## src/common/gpio_consts.svh

```systemverilog
// ====================
// GPIO controller constants
// Pad pair count, signal mode, bus widths
// and register offsets
// ====================
`ifndef GPIO_CONSTS_SVH
`define GPIO_CONSTS_SVH

`define GPIO_NUM_PAIRS 12 // P/N pad pairs, even
`define GPIO_DIFF 0       // 1 = differential pairs
`define GPIO_SIGS ((`GPIO_DIFF == 1) ? `GPIO_NUM_PAIRS : 2 * `GPIO_NUM_PAIRS)

`define GPIO_DATA_W 32    // Register word
`define GPIO_ADDR_W 3     // Register offset

`define GPIO_ADDR_OUT 3'd0      // Output value
`define GPIO_ADDR_DIR 3'd1      // 1 = input
`define GPIO_ADDR_IN 3'd2       // Read only
`define GPIO_ADDR_EDGE 3'd3     // 1 = rising
`define GPIO_ADDR_IRQ_EN 3'd4   // Per-bit enable
`define GPIO_ADDR_IRQ_STAT 3'd5 // W1C sticky

`endif
```

## src/common/gpio_pkg.sv

```systemverilog
// ====================
// GPIO controller types
// Register offsets and bus word types
// ====================
`default_nettype none

`include "gpio_consts.svh"

package gpio_pkg;

  typedef logic [`GPIO_DATA_W-1:0] gpio_data_t; // Register data word
  typedef logic [`GPIO_ADDR_W-1:0] gpio_addr_t; // Register offset

  // Register map
  typedef enum gpio_addr_t {
    REG_OUT      = `GPIO_ADDR_OUT,      // Output value
    REG_DIR      = `GPIO_ADDR_DIR,      // Direction, 1 = input
    REG_IN       = `GPIO_ADDR_IN,       // Synchronized pins
    REG_EDGE     = `GPIO_ADDR_EDGE,     // Edge select
    REG_IRQ_EN   = `GPIO_ADDR_IRQ_EN,   // IRQ enable
    REG_IRQ_STAT = `GPIO_ADDR_IRQ_STAT  // IRQ status
  } gpio_reg_e;

endpackage

`default_nettype wire

```

## src/common/gpio_bus_if.sv

```systemverilog
// ====================
// GPIO register bus
// Request/response handshake, one
// response per request
// ====================
`timescale 1ns/100ps
`default_nettype none

interface gpio_bus_if;
  import gpio_pkg::*;

  logic       req_valid;  // Request offered
  logic       req_ready;  // Device can accept
  logic       req_write;  // 1 = write
  gpio_addr_t req_addr;   // Register offset
  gpio_data_t req_wdata;  // Write data
  logic       rsp_valid;  // Response offered
  logic       rsp_ready;  // Host can take it
  gpio_data_t rsp_rdata;  // Read data, 0 on writes

  modport host (
    output req_valid, req_write, req_addr, req_wdata, rsp_ready,
    input  req_ready, rsp_valid, rsp_rdata
  );

  modport dev (
    input  req_valid, req_write, req_addr, req_wdata, rsp_ready,
    output req_ready, rsp_valid, rsp_rdata
  );

endinterface

`default_nettype wire

```

## src/gpio_top.sv

```systemverilog
// ====================
// GPIO controller top
// Register block, pin mapper and input
// capture behind a plain register bus
// ====================
`timescale 1ns/100ps
`default_nettype none

`include "gpio_consts.svh"

module gpio_top (
  input  logic                       clk,
  input  logic                       arst_n,
  input  logic                       bus_req_valid,
  input  logic                       bus_req_write,
  input  logic                       bus_rsp_ready,
  input  gpio_pkg::gpio_addr_t       bus_req_addr,
  input  gpio_pkg::gpio_data_t       bus_req_wdata,
  output logic                       bus_req_ready,
  output logic                       bus_rsp_valid,
  output gpio_pkg::gpio_data_t       bus_rsp_rdata,
  input  logic [`GPIO_NUM_PAIRS-1:0] pad_p_i,
  input  logic [`GPIO_NUM_PAIRS-1:0] pad_n_i,
  output logic [`GPIO_NUM_PAIRS-1:0] pad_p_o,
  output logic [`GPIO_NUM_PAIRS-1:0] pad_n_o,
  output logic [`GPIO_NUM_PAIRS-1:0] pad_p_oe,
  output logic [`GPIO_NUM_PAIRS-1:0] pad_n_oe,
  output logic                       irq
);
  import gpio_pkg::*;

  gpio_data_t            out_q;
  gpio_data_t            dir_q;
  gpio_data_t            loop_in;  // From pin mapper
  logic [`GPIO_SIGS-1:0] pin_in;   // Raw pad levels
  logic [`GPIO_SIGS-1:0] in_sync;
  logic [`GPIO_SIGS-1:0] rise_evt;
  logic [`GPIO_SIGS-1:0] fall_evt;

  gpio_bus_if bus_if (); // Host side tied to the ports

  assign bus_if.req_valid = bus_req_valid;
  assign bus_if.req_write = bus_req_write;
  assign bus_if.req_addr  = bus_req_addr;
  assign bus_if.req_wdata = bus_req_wdata;
  assign bus_if.rsp_ready = bus_rsp_ready;
  assign bus_req_ready    = bus_if.req_ready;
  assign bus_rsp_valid    = bus_if.rsp_valid;
  assign bus_rsp_rdata    = bus_if.rsp_rdata;

  gpio_regs u_regs (
    .clk, .arst_n, .bus(bus_if.dev), .in_sync, .rise_evt, .fall_evt,
    .loop_in, .out_q, .dir_q, .irq
  );

  gpio_pin_map u_pin_map (
    .out_q, .dir_q, .pad_p_i, .pad_n_i, .pad_p_o, .pad_n_o,
    .pad_p_oe, .pad_n_oe, .pin_in, .loop_in
  );

  gpio_input_capture u_capture (
    .clk, .arst_n, .pin_in, .in_sync, .rise_evt, .fall_evt
  );

endmodule

`default_nettype wire

```

## src/gpio_pins/gpio_input_capture.sv

```systemverilog
// ====================
// GPIO input capture
// Synchronizes pad levels and turns
// level changes into edge pulses
// ====================
`timescale 1ns/100ps
`default_nettype none

`include "gpio_consts.svh"

module gpio_input_capture (
  input  logic                  clk,
  input  logic                  arst_n,
  input  logic [`GPIO_SIGS-1:0] pin_in,   // Asynchronous pad levels
  output logic [`GPIO_SIGS-1:0] in_sync,  // Level after two flops
  output logic [`GPIO_SIGS-1:0] rise_evt, // One-cycle pulse on 0 -> 1
  output logic [`GPIO_SIGS-1:0] fall_evt  // One-cycle pulse on 1 -> 0
);
  import gpio_pkg::*;

  logic [`GPIO_SIGS-1:0] sync1_q; // First stage that may go metastable
  logic [`GPIO_SIGS-1:0] sync2_q; // Safe level
  logic [`GPIO_SIGS-1:0] prev_q;  // Level one cycle back
  logic [`GPIO_SIGS-1:0] rise_q;
  logic [`GPIO_SIGS-1:0] fall_q;

  always_ff @(posedge clk or negedge arst_n) begin
    if (!arst_n) begin
      sync1_q <= '0;
      sync2_q <= '0;
      prev_q  <= '0;
    end else begin
      sync1_q <= pin_in;
      sync2_q <= sync1_q;
      prev_q  <= sync2_q;
    end
  end

  // Events registered one edge after the level
  always_ff @(posedge clk or negedge arst_n) begin
    if (!arst_n) begin
      rise_q <= '0;
      fall_q <= '0;
    end else begin
      rise_q <= sync2_q & ~prev_q;
      fall_q <= ~sync2_q & prev_q;
    end
  end

  assign in_sync  = sync2_q;
  assign rise_evt = rise_q;
  assign fall_evt = fall_q;

  // Each event lasts a single cycle
  a_evt_pulse: assert property (@(posedge clk) disable iff (!arst_n)
    ((rise_evt & $past(rise_evt)) | (fall_evt & $past(fall_evt))) == '0)
    else $error("edge event held for more than one cycle");

endmodule

`default_nettype wire

```

## src/gpio_pins/gpio_pin_map.sv

```systemverilog
// ====================
// GPIO pin mapper
// Spreads controller signals over the
// P/N pad pairs, single-ended or
// differential, loops back the rest
// ====================
`timescale 1ns/100ps
`default_nettype none

`include "gpio_consts.svh"

module gpio_pin_map (
  input  gpio_pkg::gpio_data_t       out_q,    // Output value
  input  gpio_pkg::gpio_data_t       dir_q,    // 1 = input
  input  logic [`GPIO_NUM_PAIRS-1:0] pad_p_i,  // Sampled P pads
  input  logic [`GPIO_NUM_PAIRS-1:0] pad_n_i,  // Sampled N pads
  output logic [`GPIO_NUM_PAIRS-1:0] pad_p_o,
  output logic [`GPIO_NUM_PAIRS-1:0] pad_n_o,
  output logic [`GPIO_NUM_PAIRS-1:0] pad_p_oe, // 1 = driving
  output logic [`GPIO_NUM_PAIRS-1:0] pad_n_oe,
  output logic [`GPIO_SIGS-1:0]      pin_in,   // Pad level per signal
  output gpio_pkg::gpio_data_t       loop_in   // Loopback word
);
  import gpio_pkg::*;

  genvar k;
  genvar n;

  generate
    if (`GPIO_DIFF == 1) begin : g_diff
      // One signal per pair with the complement on N
      assign pad_p_o  = out_q[`GPIO_NUM_PAIRS-1:0];
      assign pad_n_o  = ~out_q[`GPIO_NUM_PAIRS-1:0];
      assign pad_p_oe = ~dir_q[`GPIO_NUM_PAIRS-1:0];
      assign pad_n_oe = ~dir_q[`GPIO_NUM_PAIRS-1:0];
      assign pin_in   = pad_p_i; // Input taken from P
    end else begin : g_se
      // Groups of four signals with two on N and two on P
      for (k = 0; k < `GPIO_NUM_PAIRS / 2; k++) begin : g_grp
        assign pad_n_o[2*k]   = out_q[4*k];
        assign pad_n_o[2*k+1] = out_q[4*k+1];
        assign pad_p_o[2*k]   = out_q[4*k+2];
        assign pad_p_o[2*k+1] = out_q[4*k+3];

        assign pad_n_oe[2*k]   = ~dir_q[4*k];
        assign pad_n_oe[2*k+1] = ~dir_q[4*k+1];
        assign pad_p_oe[2*k]   = ~dir_q[4*k+2];
        assign pad_p_oe[2*k+1] = ~dir_q[4*k+3];

        assign pin_in[4*k]   = pad_n_i[2*k];
        assign pin_in[4*k+1] = pad_n_i[2*k+1];
        assign pin_in[4*k+2] = pad_p_i[2*k];
        assign pin_in[4*k+3] = pad_p_i[2*k+1];
      end
    end
  endgenerate

  // Signals without a pad see their own output
  assign loop_in[`GPIO_SIGS-1:0] = '0;

  generate
    for (n = `GPIO_SIGS; n < `GPIO_DATA_W; n++) begin : g_loop
      assign loop_in[n] = out_q[n] & ~dir_q[n];
    end
  endgenerate

endmodule

`default_nettype wire

```

## src/gpio_regs.sv

```systemverilog
// ====================
// GPIO register block
// Decodes bus requests, holds output,
// direction and interrupt settings,
// keeps the sticky interrupt status
// ====================
`timescale 1ns/100ps
`default_nettype none

`include "gpio_consts.svh"

module gpio_regs (
  input  logic                   clk,
  input  logic                   arst_n,
  gpio_bus_if.dev                bus,
  input  logic [`GPIO_SIGS-1:0]  in_sync,   // Synchronized pin level
  input  logic [`GPIO_SIGS-1:0]  rise_evt,  // Rising edge pulses
  input  logic [`GPIO_SIGS-1:0]  fall_evt,  // Falling edge pulses
  input  gpio_pkg::gpio_data_t   loop_in,   // Loopback of missing pins
  output gpio_pkg::gpio_data_t   out_q,     // Output value
  output gpio_pkg::gpio_data_t   dir_q,     // 1 = input
  output logic                   irq        // Combined interrupt
);
  import gpio_pkg::*;

  gpio_data_t            edge_q;      // 1 = rising
  gpio_data_t            irq_en_q;    // Per-bit enable
  logic [`GPIO_SIGS-1:0] irq_stat_q;  // Sticky status
  logic                  rsp_valid_q; // Response pending
  gpio_data_t            rsp_rdata_q; // Held read data
  gpio_data_t            rd_data;     // Read mux
  gpio_data_t            in_word;     // IN register view
  logic                  req_fire;
  logic                  rsp_fire;
  logic                  wr_stat;     // W1C write to status
  logic [`GPIO_SIGS-1:0] evt_hit;     // Selected edge seen

  assign req_fire = bus.req_valid & bus.req_ready;
  assign rsp_fire = bus.rsp_valid & bus.rsp_ready;

  // One outstanding request at most
  assign bus.req_ready = ~rsp_valid_q;
  assign bus.rsp_valid = rsp_valid_q;
  assign bus.rsp_rdata = rsp_rdata_q;

  // Pins in the low bits with loopback above
  assign in_word = {loop_in[`GPIO_DATA_W-1:`GPIO_SIGS], in_sync};

  always_comb begin
    case (bus.req_addr)
      REG_OUT:      rd_data = out_q;
      REG_DIR:      rd_data = dir_q;
      REG_IN:       rd_data = in_word;
      REG_EDGE:     rd_data = edge_q;
      REG_IRQ_EN:   rd_data = irq_en_q;
      REG_IRQ_STAT: rd_data = gpio_data_t'(irq_stat_q);
      default:      rd_data = '0; // Unmapped reads 0
    endcase
  end

  // Register writes
  always_ff @(posedge clk or negedge arst_n) begin
    if (!arst_n) begin
      out_q    <= '0;
      dir_q    <= '1; // All inputs
      edge_q   <= '0; // Falling
      irq_en_q <= '0;
    end else if (req_fire && bus.req_write) begin
      case (bus.req_addr)
        REG_OUT:    out_q    <= bus.req_wdata;
        REG_DIR:    dir_q    <= bus.req_wdata;
        REG_EDGE:   edge_q   <= bus.req_wdata;
        REG_IRQ_EN: irq_en_q <= bus.req_wdata;
        default:    ;        // IN, status, unmapped
      endcase
    end
  end

  // Interrupt status
  assign evt_hit = (rise_evt & edge_q[`GPIO_SIGS-1:0]) |
                   (fall_evt & ~edge_q[`GPIO_SIGS-1:0]);
  assign wr_stat = req_fire & bus.req_write & (bus.req_addr == REG_IRQ_STAT);

  always_ff @(posedge clk or negedge arst_n) begin
    if (!arst_n) begin
      irq_stat_q <= '0;
    end else if (wr_stat) begin
      irq_stat_q <= (irq_stat_q & ~bus.req_wdata[`GPIO_SIGS-1:0]) | evt_hit; // Set wins
    end else begin
      irq_stat_q <= irq_stat_q | evt_hit;
    end
  end

  assign irq = |(irq_stat_q & irq_en_q[`GPIO_SIGS-1:0]);

  // Response handshake
  always_ff @(posedge clk or negedge arst_n) begin
    if (!arst_n) begin
      rsp_valid_q <= 1'b0;
    end else if (req_fire) begin
      rsp_valid_q <= 1'b1;
    end else if (rsp_fire) begin
      rsp_valid_q <= 1'b0;
    end
  end

  always_ff @(posedge clk) begin
    if (req_fire) begin
      rsp_rdata_q <= bus.req_write ? '0 : rd_data; // Writes answer 0
    end
  end

  // Response held while the host stalls
  a_rsp_hold: assert property (@(posedge clk) disable iff (!arst_n)
    bus.rsp_valid && !bus.rsp_ready |=> bus.rsp_valid && $stable(bus.rsp_rdata))
    else $error("response changed under back-pressure");

  // Accepted request leaves a pending response that blocks the bus
  a_one_outstanding: assert property (@(posedge clk) disable iff (!arst_n)
    req_fire |=> bus.rsp_valid && !bus.req_ready)
    else $error("accepted request left no pending response");

endmodule

`default_nettype wire

```

## config.mk

```make
export PLATFORM = sky130hd
export DESIGN_NAME = gpio_top
export DESIGN_NICKNAME = d
export VERILOG_FILES = /design/src/common/gpio_pkg.sv /design/src/common/gpio_bus_if.sv /design/src/gpio_top.sv /design/src/gpio_pins/gpio_input_capture.sv /design/src/gpio_pins/gpio_pin_map.sv /design/src/gpio_regs.sv
export VERILOG_INCLUDE_DIRS = /design/src /design/src/common
export SDC_FILE = /design/constraint.sdc
export NUM_CORES = 1
export LEC_CHECK = 0
export ABC_CLOCK_PERIOD_IN_PS = 5900
export BUFFER_PORTS_ARGS = -buffer_cell sky130_fd_sc_hd__buf_2
export CAP_MARGIN = 20
export CORE_MARGIN = 5
export CORE_UTILIZATION = 35
export DETAILED_ROUTE_END_ITERATION = 16
export PLACE_DENSITY = 0.55
export REMOVE_ABC_BUFFERS = 1
export SYNTH_ARGS = -nofsm -noshare
export SYNTH_HDL_FRONTEND = slang
export SYNTH_SLANG_ARGS = --single-unit
```

## constraint.sdc

```tcl
create_clock -name clk -period 5.9 [get_ports clk]
set_clock_uncertainty 0.1 [all_clocks]
set_input_delay 0.885 -clock clk [delete_from_list [all_inputs] [get_ports clk]]
set_output_delay 0.885 -clock clk [all_outputs]
set_load 0.05 [all_outputs]
```

==> qor.yml <==
status: "complete, no violations"
dp_hpwl_mm: 19.71
synth.distinct_cells: 49
async_reset_ff_share_pct: 89.51
hold_depth: 0
drt_iter0_drc: 506
dp_cells: 1462
setup_violations: 0
overflow: 0
rows: 68
syn_inst: 922
worstMarginPinSlew_ns: 1.075
drt_first_pass_iters: 5
stdcell_area_sq_um: 14600
fin_setup_tns_ns: 0
ir_worst_vdd_mv: 0.2225
die_area_sq_um: 39210
r2r-start: "u_regs.bus.rsp_valid$_DFFE_PN0P_"
vias: 7532
cts.hold.buffers_added: 0
die_w_um: 198.0
drive_above_1_share_pct: 33.58
crit_start: "u_regs.irq_stat_q[21]$_DFF_PN0_"
yosysWarnings: 0
drv_cap: 0
synth_top_cell_by_area: "dfrtp_1"
clockRootBuffer: "clkbuf_16"
arrival_ns: 2.18
multi_input_area_sq_um: 3998
final_core_util_pct: 42.05
drc: 0
grt_first_pass_wirelength_mm: 48.26
post_cts_buffers: 0
viasPerCell: 4.942
period_share_pct: 53.62
fin_crit_ns: 3.163
clk_pin_slew_worst_paths_ns: 0.06
fmax_mhz: 316.1
avgSynthCellArea_sq_um: 13.42
final_nets: 1107
io_buffers: 146
boundaryPins: 147
synth_edf_count: 32
netlist_area_sq_um: 12370
gpl.final_weighted_congestion: 0.7489
htree_levels: 2
grt.total_usage_pct: 15.80
worst_slack_ns: 2.737
hold_path.class: "reg2reg"
tritoncts: "done"
cts_resized: 0
antenna_found_initial: 0
insertion_delay_ns: 0.51
synth.most_common_cell: "dfrtp_1"
ant_nets: 0
hold_ws_ns: 0.2390
cts_sinks: 305
place_ws_ns: 2.260
die_h_um: 198.0
fillers: 3292
area_growth_pct: 17.96
grt_max_degree: 111
cts_buffers: 34
worstPathRequired_ns: 4.91
final-seq-area_sq_um: 7833
fin_total_pwr_mw: 6.136
n_antenna_cell: 0
drt_wl_total_mm: 30.49
path_class: "reg2out"
r2r-end: "u_regs.out_q[12]$_DFFE_PN0P_"
slew_violations: 0
rsz0062_at_grt: "no"
cts_buffer_depth: 3
synthFlopType: "dfrtp_1"
ys_seq_elements: 305
rrSetupSlack_ns: 3.54
placed_area_sq_um: 13360
r2r_cells: 4
initial_core_util_pct: 35.64
cellPowerDensity_nw_per_um2: 420.4
wl_per_cell_um: 20.01
p_leak_nw: 6.607
crit_path_end_kind: "primary output"
core-area_sq_um: 34710
crit_end: "irq"
grt_pass1_vias: 8027
finalNonFillerCells: 1524
slew_headroom_pct: 28.36
hold_viol: 0
yosys-top-cells-count: "dfrtp_1 (241), nand2_1 (77), nor2b_1 (74), mux2_2 (71), a21oi_1 (41)"
synth_top_area_share_pct: 48.74
synthTopCellsByArea: "dfrtp_1 (49%), edfxtp_1 (7.8%), dfstp_2 (6.8%)"
seq_area_frac_synth_pct: 63.30
start_kind: "register"
cp_max_fo: 3
layer usage:
metal  vias to the layer above  track usage [%]  wire, um
met5                         -                0         0
met4                         0            4.208       658
met3                        47            2.791      1419
met2                       177            25.23     14370
met1                      3817            22.44     14050
li1                       3491                -         -
logic make-up after synthesis:
logic type / share of synthesized area [%]
DFF: 63.30
buffers and inverters: 4.571
muxes: 15.09
AOI/OAI and AO/OA: 8.858
and+or+nand+nor: 8.181
flip-flops by register name (all words and copies together) (netlist names), 32 cells and up:
name,cells
u_regs.irq_en_q,32
u_regs.out_q,32
u_regs.dir_q,32
u_regs.edge_q,32
u_regs.bus.rsp_rdata,32
worst min path at each step:
stage | startpoint | end | slack (ns)
after floorplan | u_capture.sync1_q[0]$_DFF_PN0_ | u_capture.in_sync[0]$_DFF_PN0_ | 0.23
after global routing | u_capture.sync1_q[2]$_DFF_PN0_ | u_capture.in_sync[2]$_DFF_PN0_ | 0.25
after global placement | u_capture.sync1_q[18]$_DFF_PN0_ | u_capture.in_sync[18]$_DFF_PN0_ | 0.23
after CTS | u_capture.sync1_q[2]$_DFF_PN0_ | u_capture.in_sync[2]$_DFF_PN0_ | 0.24
final | u_capture.sync1_q[2]$_DFF_PN0_ | u_capture.in_sync[2]$_DFF_PN0_ | 0.24
after detailed placement | u_capture.sync1_q[6]$_DFF_PN0_ | u_capture.in_sync[6]$_DFF_PN0_ | 0.23
report_power, final:
part	internal, mW	switching, mW
combinational	0.407	0.752
sequential	2.48	0.221
clock	1.44	0.842
critical path, stage by stage, from the launching register on:
cell     delay (ns)
dfrtp_1        0.41
a22oi_1        0.41
nand4_1        0.16
nor2_1         0.19
nand4_1        0.21
buf_2          0.28
area by class of cell:
| type | count | share of cell area (%) |
|---|---|---|
| clock buffers | 51 | 7.098 |
| clock inverters | 11 | 1.389 |
| inverters | 31 | 0.7973 |
| multi-input cells | 514 | 27.39 |
| flip-flops and latches | 305 | 53.66 |
| well taps | 455 | 3.901 |
| repair buffers | 157 | 5.761 |
layout by cell type (no fill, tap or decap), types with 3 or more instances in the layout:
cell,count
mux2_2,71
a31oi_1,3
inv_1,30
and3_1,5
dfstp_2,32
o211ai_1,5
clkbuf_16,35
mux2_4,30
clkbuf_1,6
nand4_1,3
a32oi_1,8
buf_2,143
nand2_2,3
clkbuf_8,10
mux2i_1,38
nand2b_1,3
bufinv_16,5
buf_4,12
and2_1,8
a211o_1,10
o21ai_1,20
dfrtp_1,241
mux4_2,4
o21ai_0,23
mux2_1,13
nand3_1,7
edfxtp_1,32
a221o_1,24
clkinv_2,4
nor2_1,6
nand2_1,75
nor2b_1,73
a21oi_1,40
o22ai_1,12
a22oi_1,11
(Power assumes the default switching activity.)
